--- src/hw/periph_pkg.sv ---
// ------------------------------------------------------------------
// Peripheral subsystem shared definitions
// Widths, register map, RNG constants and the bus FSM states
// ------------------------------------------------------------------
package periph_pkg;

    // Bus and register widths
    typedef logic [7:0]  addr_t;     // AXI4-Lite byte address
    typedef logic [31:0] data_t;     // Register data word
    typedef logic [3:0]  reg_idx_t;  // Word index, address bits 5..2
    typedef logic [1:0]  resp_t;     // AXI response code
    typedef logic [7:0]  led_t;      // LED and DIP value
    typedef logic [1:0]  irq_vec_t;  // Bit 0 RNG full, bit 1 DIP change
    typedef logic [3:0]  cnt_t;      // FIFO fill count

    localparam resp_t RESP_OKAY   = 2'd0;
    localparam resp_t RESP_SLVERR = 2'd2;

    // ------------------------------------------------------------------
    // Random number source
    // ------------------------------------------------------------------
    localparam int    RNG_DEPTH = 8;
    localparam data_t RNG_SEED  = 32'h0000_0001;  // First word pushed
    localparam data_t RNG_TAPS  = 32'h8020_0003;  // Bits 31, 21, 1, 0

    // Returned for any index outside the map
    localparam data_t BAD_DATA = 32'hDEAD_BEEF;

    // ------------------------------------------------------------------
    // Register map, word indices
    // ------------------------------------------------------------------
    localparam reg_idx_t REG_LEDS     = 4'd0;  // 0x00 rw
    localparam reg_idx_t REG_DIP      = 4'd1;  // 0x04 ro
    localparam reg_idx_t REG_RNG_DATA = 4'd2;  // 0x08 read pops
    localparam reg_idx_t REG_RNG_STAT = 4'd3;  // 0x0C ro
    localparam reg_idx_t REG_IRQ_PEND = 4'd4;  // 0x10 w1c
    localparam reg_idx_t REG_IRQ_EN   = 4'd5;  // 0x14 rw

    // Bus FSM
    typedef enum logic [1:0] {
        IDLE,
        WRITE_RESP,
        READ_RESP
    } ctrl_state_e;

endpackage

--- src/hw/gpio_regs.sv ---
`timescale 1ns/1ps
// ------------------------------------------------------------------
// GPIO registers
// Writable LED register, two-stage DIP synchronizer and a
// change detector that flags any new DIP value
// ------------------------------------------------------------------
module gpio_regs
    import periph_pkg::*;
(
    input  logic  clk_i,
    input  logic  rst_i,
    input  logic  led_we_i,
    input  data_t wdata_i,
    input  led_t  dip_switches_i,
    output led_t  leds_o,
    output led_t  dip_q_o,
    output logic  dip_changed_o
);

    led_t leds_q;
    led_t dip_meta_q;  // First synchronizer stage
    led_t dip_sync_q;
    led_t dip_prev_q;
    logic changed_q;

    // LED register takes the low byte
    always_ff @(posedge clk_i)
    begin
        if (rst_i)
            leds_q <= '0;
        else if (led_we_i)
            leds_q <= wdata_i[7:0];
    end

    // ------------------------------------------------------------------
    // DIP input path
    // ------------------------------------------------------------------
    always_ff @(posedge clk_i)
    begin
        if (rst_i)
        begin
            dip_meta_q <= '0;
            dip_sync_q <= '0;
            dip_prev_q <= '0;
            changed_q  <= 1'b0;
        end
        else
        begin
            dip_meta_q <= dip_switches_i;
            dip_sync_q <= dip_meta_q;
            dip_prev_q <= dip_sync_q;
            changed_q  <= (dip_sync_q != dip_prev_q);  // Single-cycle pulse
        end
    end

    assign leds_o        = leds_q;
    assign dip_q_o       = dip_sync_q;
    assign dip_changed_o = changed_q;

endmodule

--- src/hw/rng_fifo.sv ---
`timescale 1ns/1ps
// ------------------------------------------------------------------
// Random number source
// 32-bit Fibonacci LFSR that keeps a small circular FIFO topped up,
// one word per cycle while there is room
// ------------------------------------------------------------------
module rng_fifo
    import periph_pkg::*;
(
    input  logic  clk_i,
    input  logic  rst_i,
    input  logic  pop_i,
    output data_t data_o,
    output cnt_t  count_o,
    output logic  full_o,
    output logic  empty_o
);

    data_t                          mem_q [RNG_DEPTH];
    logic [$clog2(RNG_DEPTH)-1:0]   wr_ptr_q, rd_ptr_q;
    cnt_t                           count_q;
    data_t                          lfsr_q, lfsr_next;
    logic                           feedback;
    logic                           push, pop;
    logic                           full, empty;

    assign full  = (count_q == cnt_t'(RNG_DEPTH));
    assign empty = (count_q == '0);

    assign push = !full;
    assign pop  = pop_i && !empty;  // Pop on empty is dropped

    // ------------------------------------------------------------------
    // LFSR, shift left with XOR of tapped bits into bit 0
    // ------------------------------------------------------------------
    assign feedback  = ^(lfsr_q & RNG_TAPS);
    assign lfsr_next = {lfsr_q[30:0], feedback};

    always_ff @(posedge clk_i)
    begin
        if (rst_i)
        begin
            lfsr_q   <= RNG_SEED;
            wr_ptr_q <= '0;
            rd_ptr_q <= '0;
            count_q  <= '0;
        end
        else
        begin
            if (push)
            begin
                lfsr_q   <= lfsr_next;  // Step only when a word is pushed
                wr_ptr_q <= wr_ptr_q + 1'b1;
            end
            if (pop)
                rd_ptr_q <= rd_ptr_q + 1'b1;

            case ({push, pop})
                2'b10:   count_q <= count_q + 1'b1;
                2'b01:   count_q <= count_q - 1'b1;
                default: count_q <= count_q;  // Both or neither
            endcase
        end
    end

    // Storage
    always_ff @(posedge clk_i)
    begin
        if (push)
            mem_q[wr_ptr_q] <= lfsr_q;
    end

    assign data_o  = mem_q[rd_ptr_q];  // Head word, stale when empty
    assign count_o = count_q;
    assign full_o  = full;
    assign empty_o = empty;

endmodule

--- src/hw/irq_unit.sv ---
`timescale 1ns/1ps
// ------------------------------------------------------------------
// Interrupt unit
// Pending and enable registers for two sources, one interrupt line
// ------------------------------------------------------------------
module irq_unit
    import periph_pkg::*;
(
    input  logic     clk_i,
    input  logic     rst_i,
    input  logic     en_we_i,
    input  logic     clr_we_i,
    input  data_t    wdata_i,
    input  logic     rng_full_i,
    input  logic     dip_changed_i,
    output irq_vec_t pend_o,
    output irq_vec_t en_o,
    output logic     irq_o
);

    irq_vec_t en_q;
    irq_vec_t pend;
    logic     dip_pend_q;
    logic     irq_q;

    // Bit 0 is a level source, bit 1 is latched
    assign pend = {dip_pend_q, rng_full_i};

    always_ff @(posedge clk_i)
    begin
        if (rst_i)
        begin
            en_q       <= '0;
            dip_pend_q <= 1'b0;
            irq_q      <= 1'b0;
        end
        else
        begin
            if (en_we_i)
                en_q <= wdata_i[1:0];
            if (dip_changed_i)
                dip_pend_q <= 1'b1;  // New change beats a clear
            else if (clr_we_i && wdata_i[1])
                dip_pend_q <= 1'b0;
            irq_q <= |(pend & en_q);
        end
    end

    assign pend_o = pend;
    assign en_o   = en_q;
    assign irq_o  = irq_q;

endmodule

--- src/hw/periph_ctrl.sv ---
`timescale 1ns/1ps
// ------------------------------------------------------------------
// AXI4-Lite slave control for the peripheral block
// One transaction at a time, word index decode into register strobes,
// registered read data and response codes
// ------------------------------------------------------------------
module periph_ctrl
    import periph_pkg::*;
(
    input  logic       clk_i,
    input  logic       rst_i,
    // AXI4-Lite slave
    input  addr_t      s_awaddr_i,
    input  logic       s_awvalid_i,
    output logic       s_awready_o,
    input  data_t      s_wdata_i,
    input  logic [3:0] s_wstrb_i,   // Whole-word writes only
    input  logic       s_wvalid_i,
    output logic       s_wready_o,
    output resp_t      s_bresp_o,
    output logic       s_bvalid_o,
    input  logic       s_bready_i,
    input  addr_t      s_araddr_i,
    input  logic       s_arvalid_i,
    output logic       s_arready_o,
    output data_t      s_rdata_o,
    output resp_t      s_rresp_o,
    output logic       s_rvalid_o,
    input  logic       s_rready_i,
    // Register strobes
    output logic       led_we_o,
    output logic       irq_en_we_o,
    output logic       irq_clr_we_o,
    output logic       rng_pop_o,
    output data_t      wdata_o,
    // Read values
    input  led_t       led_q_i,
    input  led_t       dip_q_i,
    input  data_t      rng_data_i,
    input  cnt_t       rng_count_i,
    input  logic       rng_full_i,
    input  logic       rng_empty_i,
    input  irq_vec_t   irq_pend_i,
    input  irq_vec_t   irq_en_i
);

    ctrl_state_e state_q, state_d;
    reg_idx_t    rd_idx, wr_idx;
    logic        rd_accept, wr_accept;
    data_t       rdata_d, rdata_q;
    resp_t       rresp_d, rresp_q;
    resp_t       bresp_d, bresp_q;

    assign rd_idx = s_araddr_i[5:2];
    assign wr_idx = s_awaddr_i[5:2];

    // Reads take priority over a write arriving in the same cycle
    assign rd_accept = (state_q == IDLE) && s_arvalid_i;
    assign wr_accept = (state_q == IDLE) && !s_arvalid_i && s_awvalid_i && s_wvalid_i;

    assign s_arready_o = rd_accept;
    assign s_awready_o = wr_accept;
    assign s_wready_o  = wr_accept;

    // ------------------------------------------------------------------
    // Strobes, one cycle each
    // ------------------------------------------------------------------
    assign led_we_o     = wr_accept && (wr_idx == REG_LEDS);
    assign irq_en_we_o  = wr_accept && (wr_idx == REG_IRQ_EN);
    assign irq_clr_we_o = wr_accept && (wr_idx == REG_IRQ_PEND);
    assign rng_pop_o    = rd_accept && (rd_idx == REG_RNG_DATA);
    assign wdata_o      = s_wdata_i;

    // Read word, sampled on the accept edge
    always_comb
    begin
        rresp_d = RESP_OKAY;
        case (rd_idx)
            REG_LEDS:     rdata_d = {24'b0, led_q_i};
            REG_DIP:      rdata_d = {24'b0, dip_q_i};
            REG_RNG_DATA: rdata_d = rng_data_i;  // Head word, before the pop
            REG_RNG_STAT: rdata_d = {rng_full_i, rng_empty_i, 26'b0, rng_count_i};
            REG_IRQ_PEND: rdata_d = {30'b0, irq_pend_i};
            REG_IRQ_EN:   rdata_d = {30'b0, irq_en_i};
            default:
            begin
                rdata_d = BAD_DATA;
                rresp_d = RESP_SLVERR;
            end
        endcase
    end

    // Writes to read-only registers are dropped but still OKAY
    always_comb
    begin
        case (wr_idx)
            REG_LEDS, REG_DIP, REG_RNG_DATA,
            REG_RNG_STAT, REG_IRQ_PEND, REG_IRQ_EN: bresp_d = RESP_OKAY;
            default:                                bresp_d = RESP_SLVERR;
        endcase
    end

    // ------------------------------------------------------------------
    // Transaction FSM
    // ------------------------------------------------------------------
    always_comb
    begin
        state_d = state_q;
        case (state_q)
            IDLE:
            begin
                if (rd_accept)
                    state_d = READ_RESP;
                else if (wr_accept)
                    state_d = WRITE_RESP;
            end
            WRITE_RESP:
            begin
                if (s_bready_i)
                    state_d = IDLE;
            end
            READ_RESP:
            begin
                if (s_rready_i)
                    state_d = IDLE;
            end
            default: state_d = IDLE;
        endcase
    end

    always_ff @(posedge clk_i)
    begin
        if (rst_i)
            state_q <= IDLE;
        else
            state_q <= state_d;
    end

    // Response payload holds until the master takes it
    always_ff @(posedge clk_i)
    begin
        if (rd_accept)
        begin
            rdata_q <= rdata_d;
            rresp_q <= rresp_d;
        end
        if (wr_accept)
            bresp_q <= bresp_d;
    end

    assign s_rvalid_o = (state_q == READ_RESP);
    assign s_rdata_o  = rdata_q;
    assign s_rresp_o  = rresp_q;
    assign s_bvalid_o = (state_q == WRITE_RESP);
    assign s_bresp_o  = bresp_q;

endmodule

--- src/hw/periph_top.sv ---
`timescale 1ns/1ps
// ------------------------------------------------------------------
// Peripheral subsystem top level
// AXI4-Lite control plus GPIO, RNG FIFO and interrupt blocks
// ------------------------------------------------------------------
module periph_top
    import periph_pkg::*;
(
    input  logic       clk_i,
    input  logic       rst_i,
    // AXI4-Lite slave
    input  addr_t      s_awaddr_i,
    input  logic       s_awvalid_i,
    output logic       s_awready_o,
    input  data_t      s_wdata_i,
    input  logic [3:0] s_wstrb_i,
    input  logic       s_wvalid_i,
    output logic       s_wready_o,
    output resp_t      s_bresp_o,
    output logic       s_bvalid_o,
    input  logic       s_bready_i,
    input  addr_t      s_araddr_i,
    input  logic       s_arvalid_i,
    output logic       s_arready_o,
    output data_t      s_rdata_o,
    output resp_t      s_rresp_o,
    output logic       s_rvalid_o,
    input  logic       s_rready_i,
    // Board I/O
    input  led_t       dip_switches_i,
    output led_t       leds_o,
    output logic       irq_o
);

    logic     led_we, irq_en_we, irq_clr_we, rng_pop;
    data_t    wdata;
    led_t     dip_q;
    data_t    rng_data;
    cnt_t     rng_count;
    logic     rng_full, rng_empty;
    irq_vec_t irq_pend, irq_en;
    logic     dip_changed;

    periph_ctrl u_ctrl (
        .clk_i        (clk_i),
        .rst_i        (rst_i),
        .s_awaddr_i   (s_awaddr_i),
        .s_awvalid_i  (s_awvalid_i),
        .s_awready_o  (s_awready_o),
        .s_wdata_i    (s_wdata_i),
        .s_wstrb_i    (s_wstrb_i),
        .s_wvalid_i   (s_wvalid_i),
        .s_wready_o   (s_wready_o),
        .s_bresp_o    (s_bresp_o),
        .s_bvalid_o   (s_bvalid_o),
        .s_bready_i   (s_bready_i),
        .s_araddr_i   (s_araddr_i),
        .s_arvalid_i  (s_arvalid_i),
        .s_arready_o  (s_arready_o),
        .s_rdata_o    (s_rdata_o),
        .s_rresp_o    (s_rresp_o),
        .s_rvalid_o   (s_rvalid_o),
        .s_rready_i   (s_rready_i),
        .led_we_o     (led_we),
        .irq_en_we_o  (irq_en_we),
        .irq_clr_we_o (irq_clr_we),
        .rng_pop_o    (rng_pop),
        .wdata_o      (wdata),
        .led_q_i      (leds_o),  // LED readback straight from the register
        .dip_q_i      (dip_q),
        .rng_data_i   (rng_data),
        .rng_count_i  (rng_count),
        .rng_full_i   (rng_full),
        .rng_empty_i  (rng_empty),
        .irq_pend_i   (irq_pend),
        .irq_en_i     (irq_en)
    );

    gpio_regs u_gpio (
        .clk_i          (clk_i),
        .rst_i          (rst_i),
        .led_we_i       (led_we),
        .wdata_i        (wdata),
        .dip_switches_i (dip_switches_i),
        .leds_o         (leds_o),
        .dip_q_o        (dip_q),
        .dip_changed_o  (dip_changed)
    );

    rng_fifo u_rng (
        .clk_i   (clk_i),
        .rst_i   (rst_i),
        .pop_i   (rng_pop),
        .data_o  (rng_data),
        .count_o (rng_count),
        .full_o  (rng_full),
        .empty_o (rng_empty)
    );

    irq_unit u_irq (
        .clk_i         (clk_i),
        .rst_i         (rst_i),
        .en_we_i       (irq_en_we),
        .clr_we_i      (irq_clr_we),
        .wdata_i       (wdata),
        .rng_full_i    (rng_full),   // Level source for bit 0
        .dip_changed_i (dip_changed),
        .pend_o        (irq_pend),
        .en_o          (irq_en),
        .irq_o         (irq_o)
    );

endmodule

--- config.mk ---
export PLATFORM = sky130hd
export DESIGN_NAME = periph_top
export DESIGN_NICKNAME = d
export VERILOG_FILES = /design/src/hw/periph_pkg.sv /design/src/hw/gpio_regs.sv /design/src/hw/rng_fifo.sv /design/src/hw/irq_unit.sv /design/src/hw/periph_ctrl.sv /design/src/hw/periph_top.sv
export SDC_FILE = /design/constraint.sdc
export NUM_CORES = 1
export LEC_CHECK = 0
export BUFFER_PORTS_ARGS = -buffer_cell sky130_fd_sc_hd__buf_2
export CORE_AREA = 2 2 152 154
export CTS_CLUSTER_DIAMETER = 60
export DETAILED_ROUTE_END_ITERATION = 8
export DIE_AREA = 0 0 154 156
export GPL_TIMING_DRIVEN = 0
export PLACE_DENSITY_LB_ADDON = 0.25
export SLEW_MARGIN = 20
export SYNTH_ARGS = -nofsm -noshare
export SYNTH_HDL_FRONTEND = slang
export SYNTH_SLANG_ARGS = --single-unit
--- constraint.sdc ---
create_clock -name clk_i -period 11.3 [get_ports clk_i]
set_input_delay 2.825 -clock clk_i [delete_from_list [all_inputs] [get_ports clk_i]]
set_output_delay 2.825 -clock clk_i [all_outputs]
set_load 0.005 [all_outputs]
==> impl_metrics.csv <==
group,metric,value,unit
critical_path,r2r_start,"u_rng.count_o[0]$_SDFFE_PP0P_",
timing,finalCriticalPeriod,7050,ps
global_routing,antenna_found_initial,0,
route,vias,8048,
timing,worst_pin_slew,1060,ps
clock_tree,path_clk_slew,60,ps
critical_path,cp_max_fo,20,
layout,n_antenna_cell,0,
clock_tree,cts_root_buffer,"clkbuf_16",
yosys,synth_largest_area_cell,"edfxtp_1",
yosys,netlist_area,14100,sq um
floorplanning,core,22400,sq um
placed_design,port_buffers,74,
yosys,yosys.area.top_type_share,61.6,%
route,viasPerCell,6.15,
min_path,hold_depth,1,
floorplanning,start_util,63.2,%
layout,final_common_cell,"edfxtp_1",
flow_run,max_cap_violations,0,
critical_path,path_class,"in2out",
floorplanning,dieWidth,154,microns
layout,fin_cells,1308,
floorplanning,row_count,55,
timing,fmax,142,MHz
pwr,p_int,0.00230,W
min_path,hp-class,"reg2reg",
timing,finalSetupViolations,0,
placed_design,dp_hpwl,20.0,mm
clock_tree,cts_hold_buf,0,
yosys,synth_top_family_by_area,"multiplexers",
layout,area_growth,16.1,%
yosys,synth.area.top_cells,"edfxtp_1 (62%), dfxtp_1 (12%), mux4_2 (7.5%)",
pwr,p_leak,5.73,nW
layout,layout.nets,1069,
route,first_pass_iters,5,
pwr,power_frac_clock,40.9,%
critical_path,timing.rr.end,"u_rng.count_o[3]$_SDFFE_PP0P_",
yosys,yosys.area_share.simple,6.35,%
clock_tree,cts-resized-gates,0,
route,ant_nets,0,
clock_tree,clk_latency,510,ps
timing,timing_hold_violations_final,0,
yosys,ys_ff_latch,374,
yosys,synth_mux_area_share,11.8,%
yosys,synthCells,856,
route,wl,31.1,mm
route,drtIter0Drc,744,
critical_path,crit_arrival,4230,ps
clock_tree,cts_setup_buffers,0,
critical_path,required,8480,ps
placed_design,dp.cells,1244,
timing,fin_crit_sh,62.4,%
pwr,p_seq_share,54.0,%
critical_path,reg2reg_slack,8010,ps
yosys,synth_compound_area_share,5.00,%
global_routing,grt_overflow_total,0,
clock_tree,htreeDepth,2,
critical_path,cp-start-kind,"input port",
pwr,irDropWorstVdd,188,uV
yosys,yosysSeqAreaShare,73.5,%
yosys,synthAdderAreaFrac,0.442,%
status,status,"finished clean",
yosys,avgSynthCellArea,16.5,sq um
min_path,worstHoldEndpoint,"u_gpio.dip_q_o[6]$_SDFF_PP0_",
global_routing,grt_pass1_wl,46.5,mm
global_routing,grt_usage,26.1,%
timing,hold_ws,437,ps
global_routing,grt_pass1_vias,7881,
timing,clock_skew,11.4,ps
pwr,power_density,176,nW/um^2
pwr,switching_share,20.4,%
route,drc,0,
timing,setup_tns,0,ps
yosys,synth-edff-count,290,
placed_design,gp_congestion,0.804,
clock_tree,cts_tree,"yes",
floorplanning,pin_count,117,
yosys,yosys_most_used_dff,"edfxtp_1",
layout,most-common-layout-cells,"edfxtp_1 (290), buf_2 (96), dfxtp_1 (84)",
yosys,synth_xor_area_share,1.05,%
floorplanning,fp.dieH,156,microns
timing,relSlewSlack,29.0,%
critical_path,r2r_cells,10,
yosys,yosys_warnings,0,
clock_tree,clockBufferDepth,3,
floorplanning,die_area,24000,sq um
route,wl_per_cell,23.7,microns
critical_path,cp-end-kind,"primary output",
clock_tree,cts_buffers,36,
min_path,worstHoldStart,"u_gpio.dip_meta_q[6]$_SDFF_PP0_",
global_routing,grt_max_degree,21,
layout,drive_above_1_share,25.4,%
clock_tree,cts_sinks,374,
timing,slew_violations,0,
pwr,p_switching,0.000591,W
yosys,synth-async-reset-ratio,0,%
pwr,pwr-share-comb,5.1,%
timing,rsz0062_at_grt,"no",
layout,fillerInstances,1343,
yosys,synth.distinct_cells,52,
-- power groups by stage --
stage | Combinational, W | Sequential [W] | Clock, W
after floorplan | 0.0000828 | 0.00158 | 0
after global placement | 0.000128 | 0.00159 | 0
after detailed placement | 0.000147 | 0.00159 | 0
after CTS | 0.000149 | 0.00156 | 0.00119
after global routing | 0.000160 | 0.00156 | 0.00124
final | 0.000149 | 0.00156 | 0.00118
-- logic make-up (layout without fill, tap and decap cells) --
logic type	Yosys count	after routing
buf+inv	60	226
xor+xnor	17	17
mux	104	104
fa+ha+maj	5	5
flops	374	374
compound gates	108	108
other cells	1	2
simple gates	187	187
-- metrics by stage --
step                      worst slack (ps)  cell area [sq um]  power [W]  utilization, %
final                                 4250              16400    0.00289            73.4
after floorplan                       4430              14100    0.00167               -
after detailed placement              4240              15300    0.00174            68.2
after global placement                3440              14900    0.00172            66.5
after global routing                  4180              16400    0.00297            73.4
after CTS                             4240              16400    0.00290            73.4
-- how the worst max path moves through the flow --
stage	slack [ps]	start	cells past startpoint	to
after floorplan	4430	s_arvalid_i	2	s_arready_o
after global placement	3440	u_rng.count_o[0]$_SDFFE_PP0P_	5	u_rng.mem_q[0][18]$_DFFE_PP_
after detailed placement	4240	s_arvalid_i	5	s_arready_o
after CTS	4240	s_arvalid_i	5	s_arready_o
after global routing	4180	s_arvalid_i	5	s_arready_o
final	4250	s_arvalid_i	5	s_arready_o
-- cells in the mapped netlist, drive strengths merged (8+ instances only) --
cell	number
nor2b	31
clkbuf	30
nor2	48
dfxtp	84
xor2	10
o22ai	9
mux2	26
nand2	71
o31ai	9
nor3	8
a221o	8
a21oi	43
a31oi	9
mux2i	31
mux4	47
edfxtp	290
buf	24
-- critical path, stage by stage --
cell	delay (ps)
buf_2	90
or3b_2	550
inv_2	380
buf_16	220
buf_2	130
-- routing by layer --
metal  routed length, microns  track usage [%]
met1                    12900             37.7
met3                     2270             4.28
met4                      592             7.17
met2                    15300             42.0
met5                        0                0
-- state kept, by name, indices dropped and copies added, names as in the netlist, 2 cells and up, named ones only --
name,count
u_ctrl.s_rdata_o,32
u_ctrl.state_q,2
u_gpio.dip_meta_q,8
u_gpio.dip_prev_q,8
u_gpio.dip_q_o,8
u_gpio.leds_o,8
u_irq.en_o,2
u_rng.count_o,4
u_rng.lfsr_q,32
u_rng.mem_q,256
u_rng.rd_ptr_q,3
u_rng.wr_ptr_q,3
-- cell type report --
cell class	instances	area, sq um	area share, %
Tap cell	285	357	2.17
Multi-Input combinational cell	423	3530	21.5
Clock inverter	16	178	1.08
Clock buffer	48	977	5.95
Sequential cell	374	10400	63.3
Buffer	54	244	1.49
Inverter	6	22.5	0.137
Timing Repair Buffer	102	709	4.32
(Power assumes the default switching activity.)
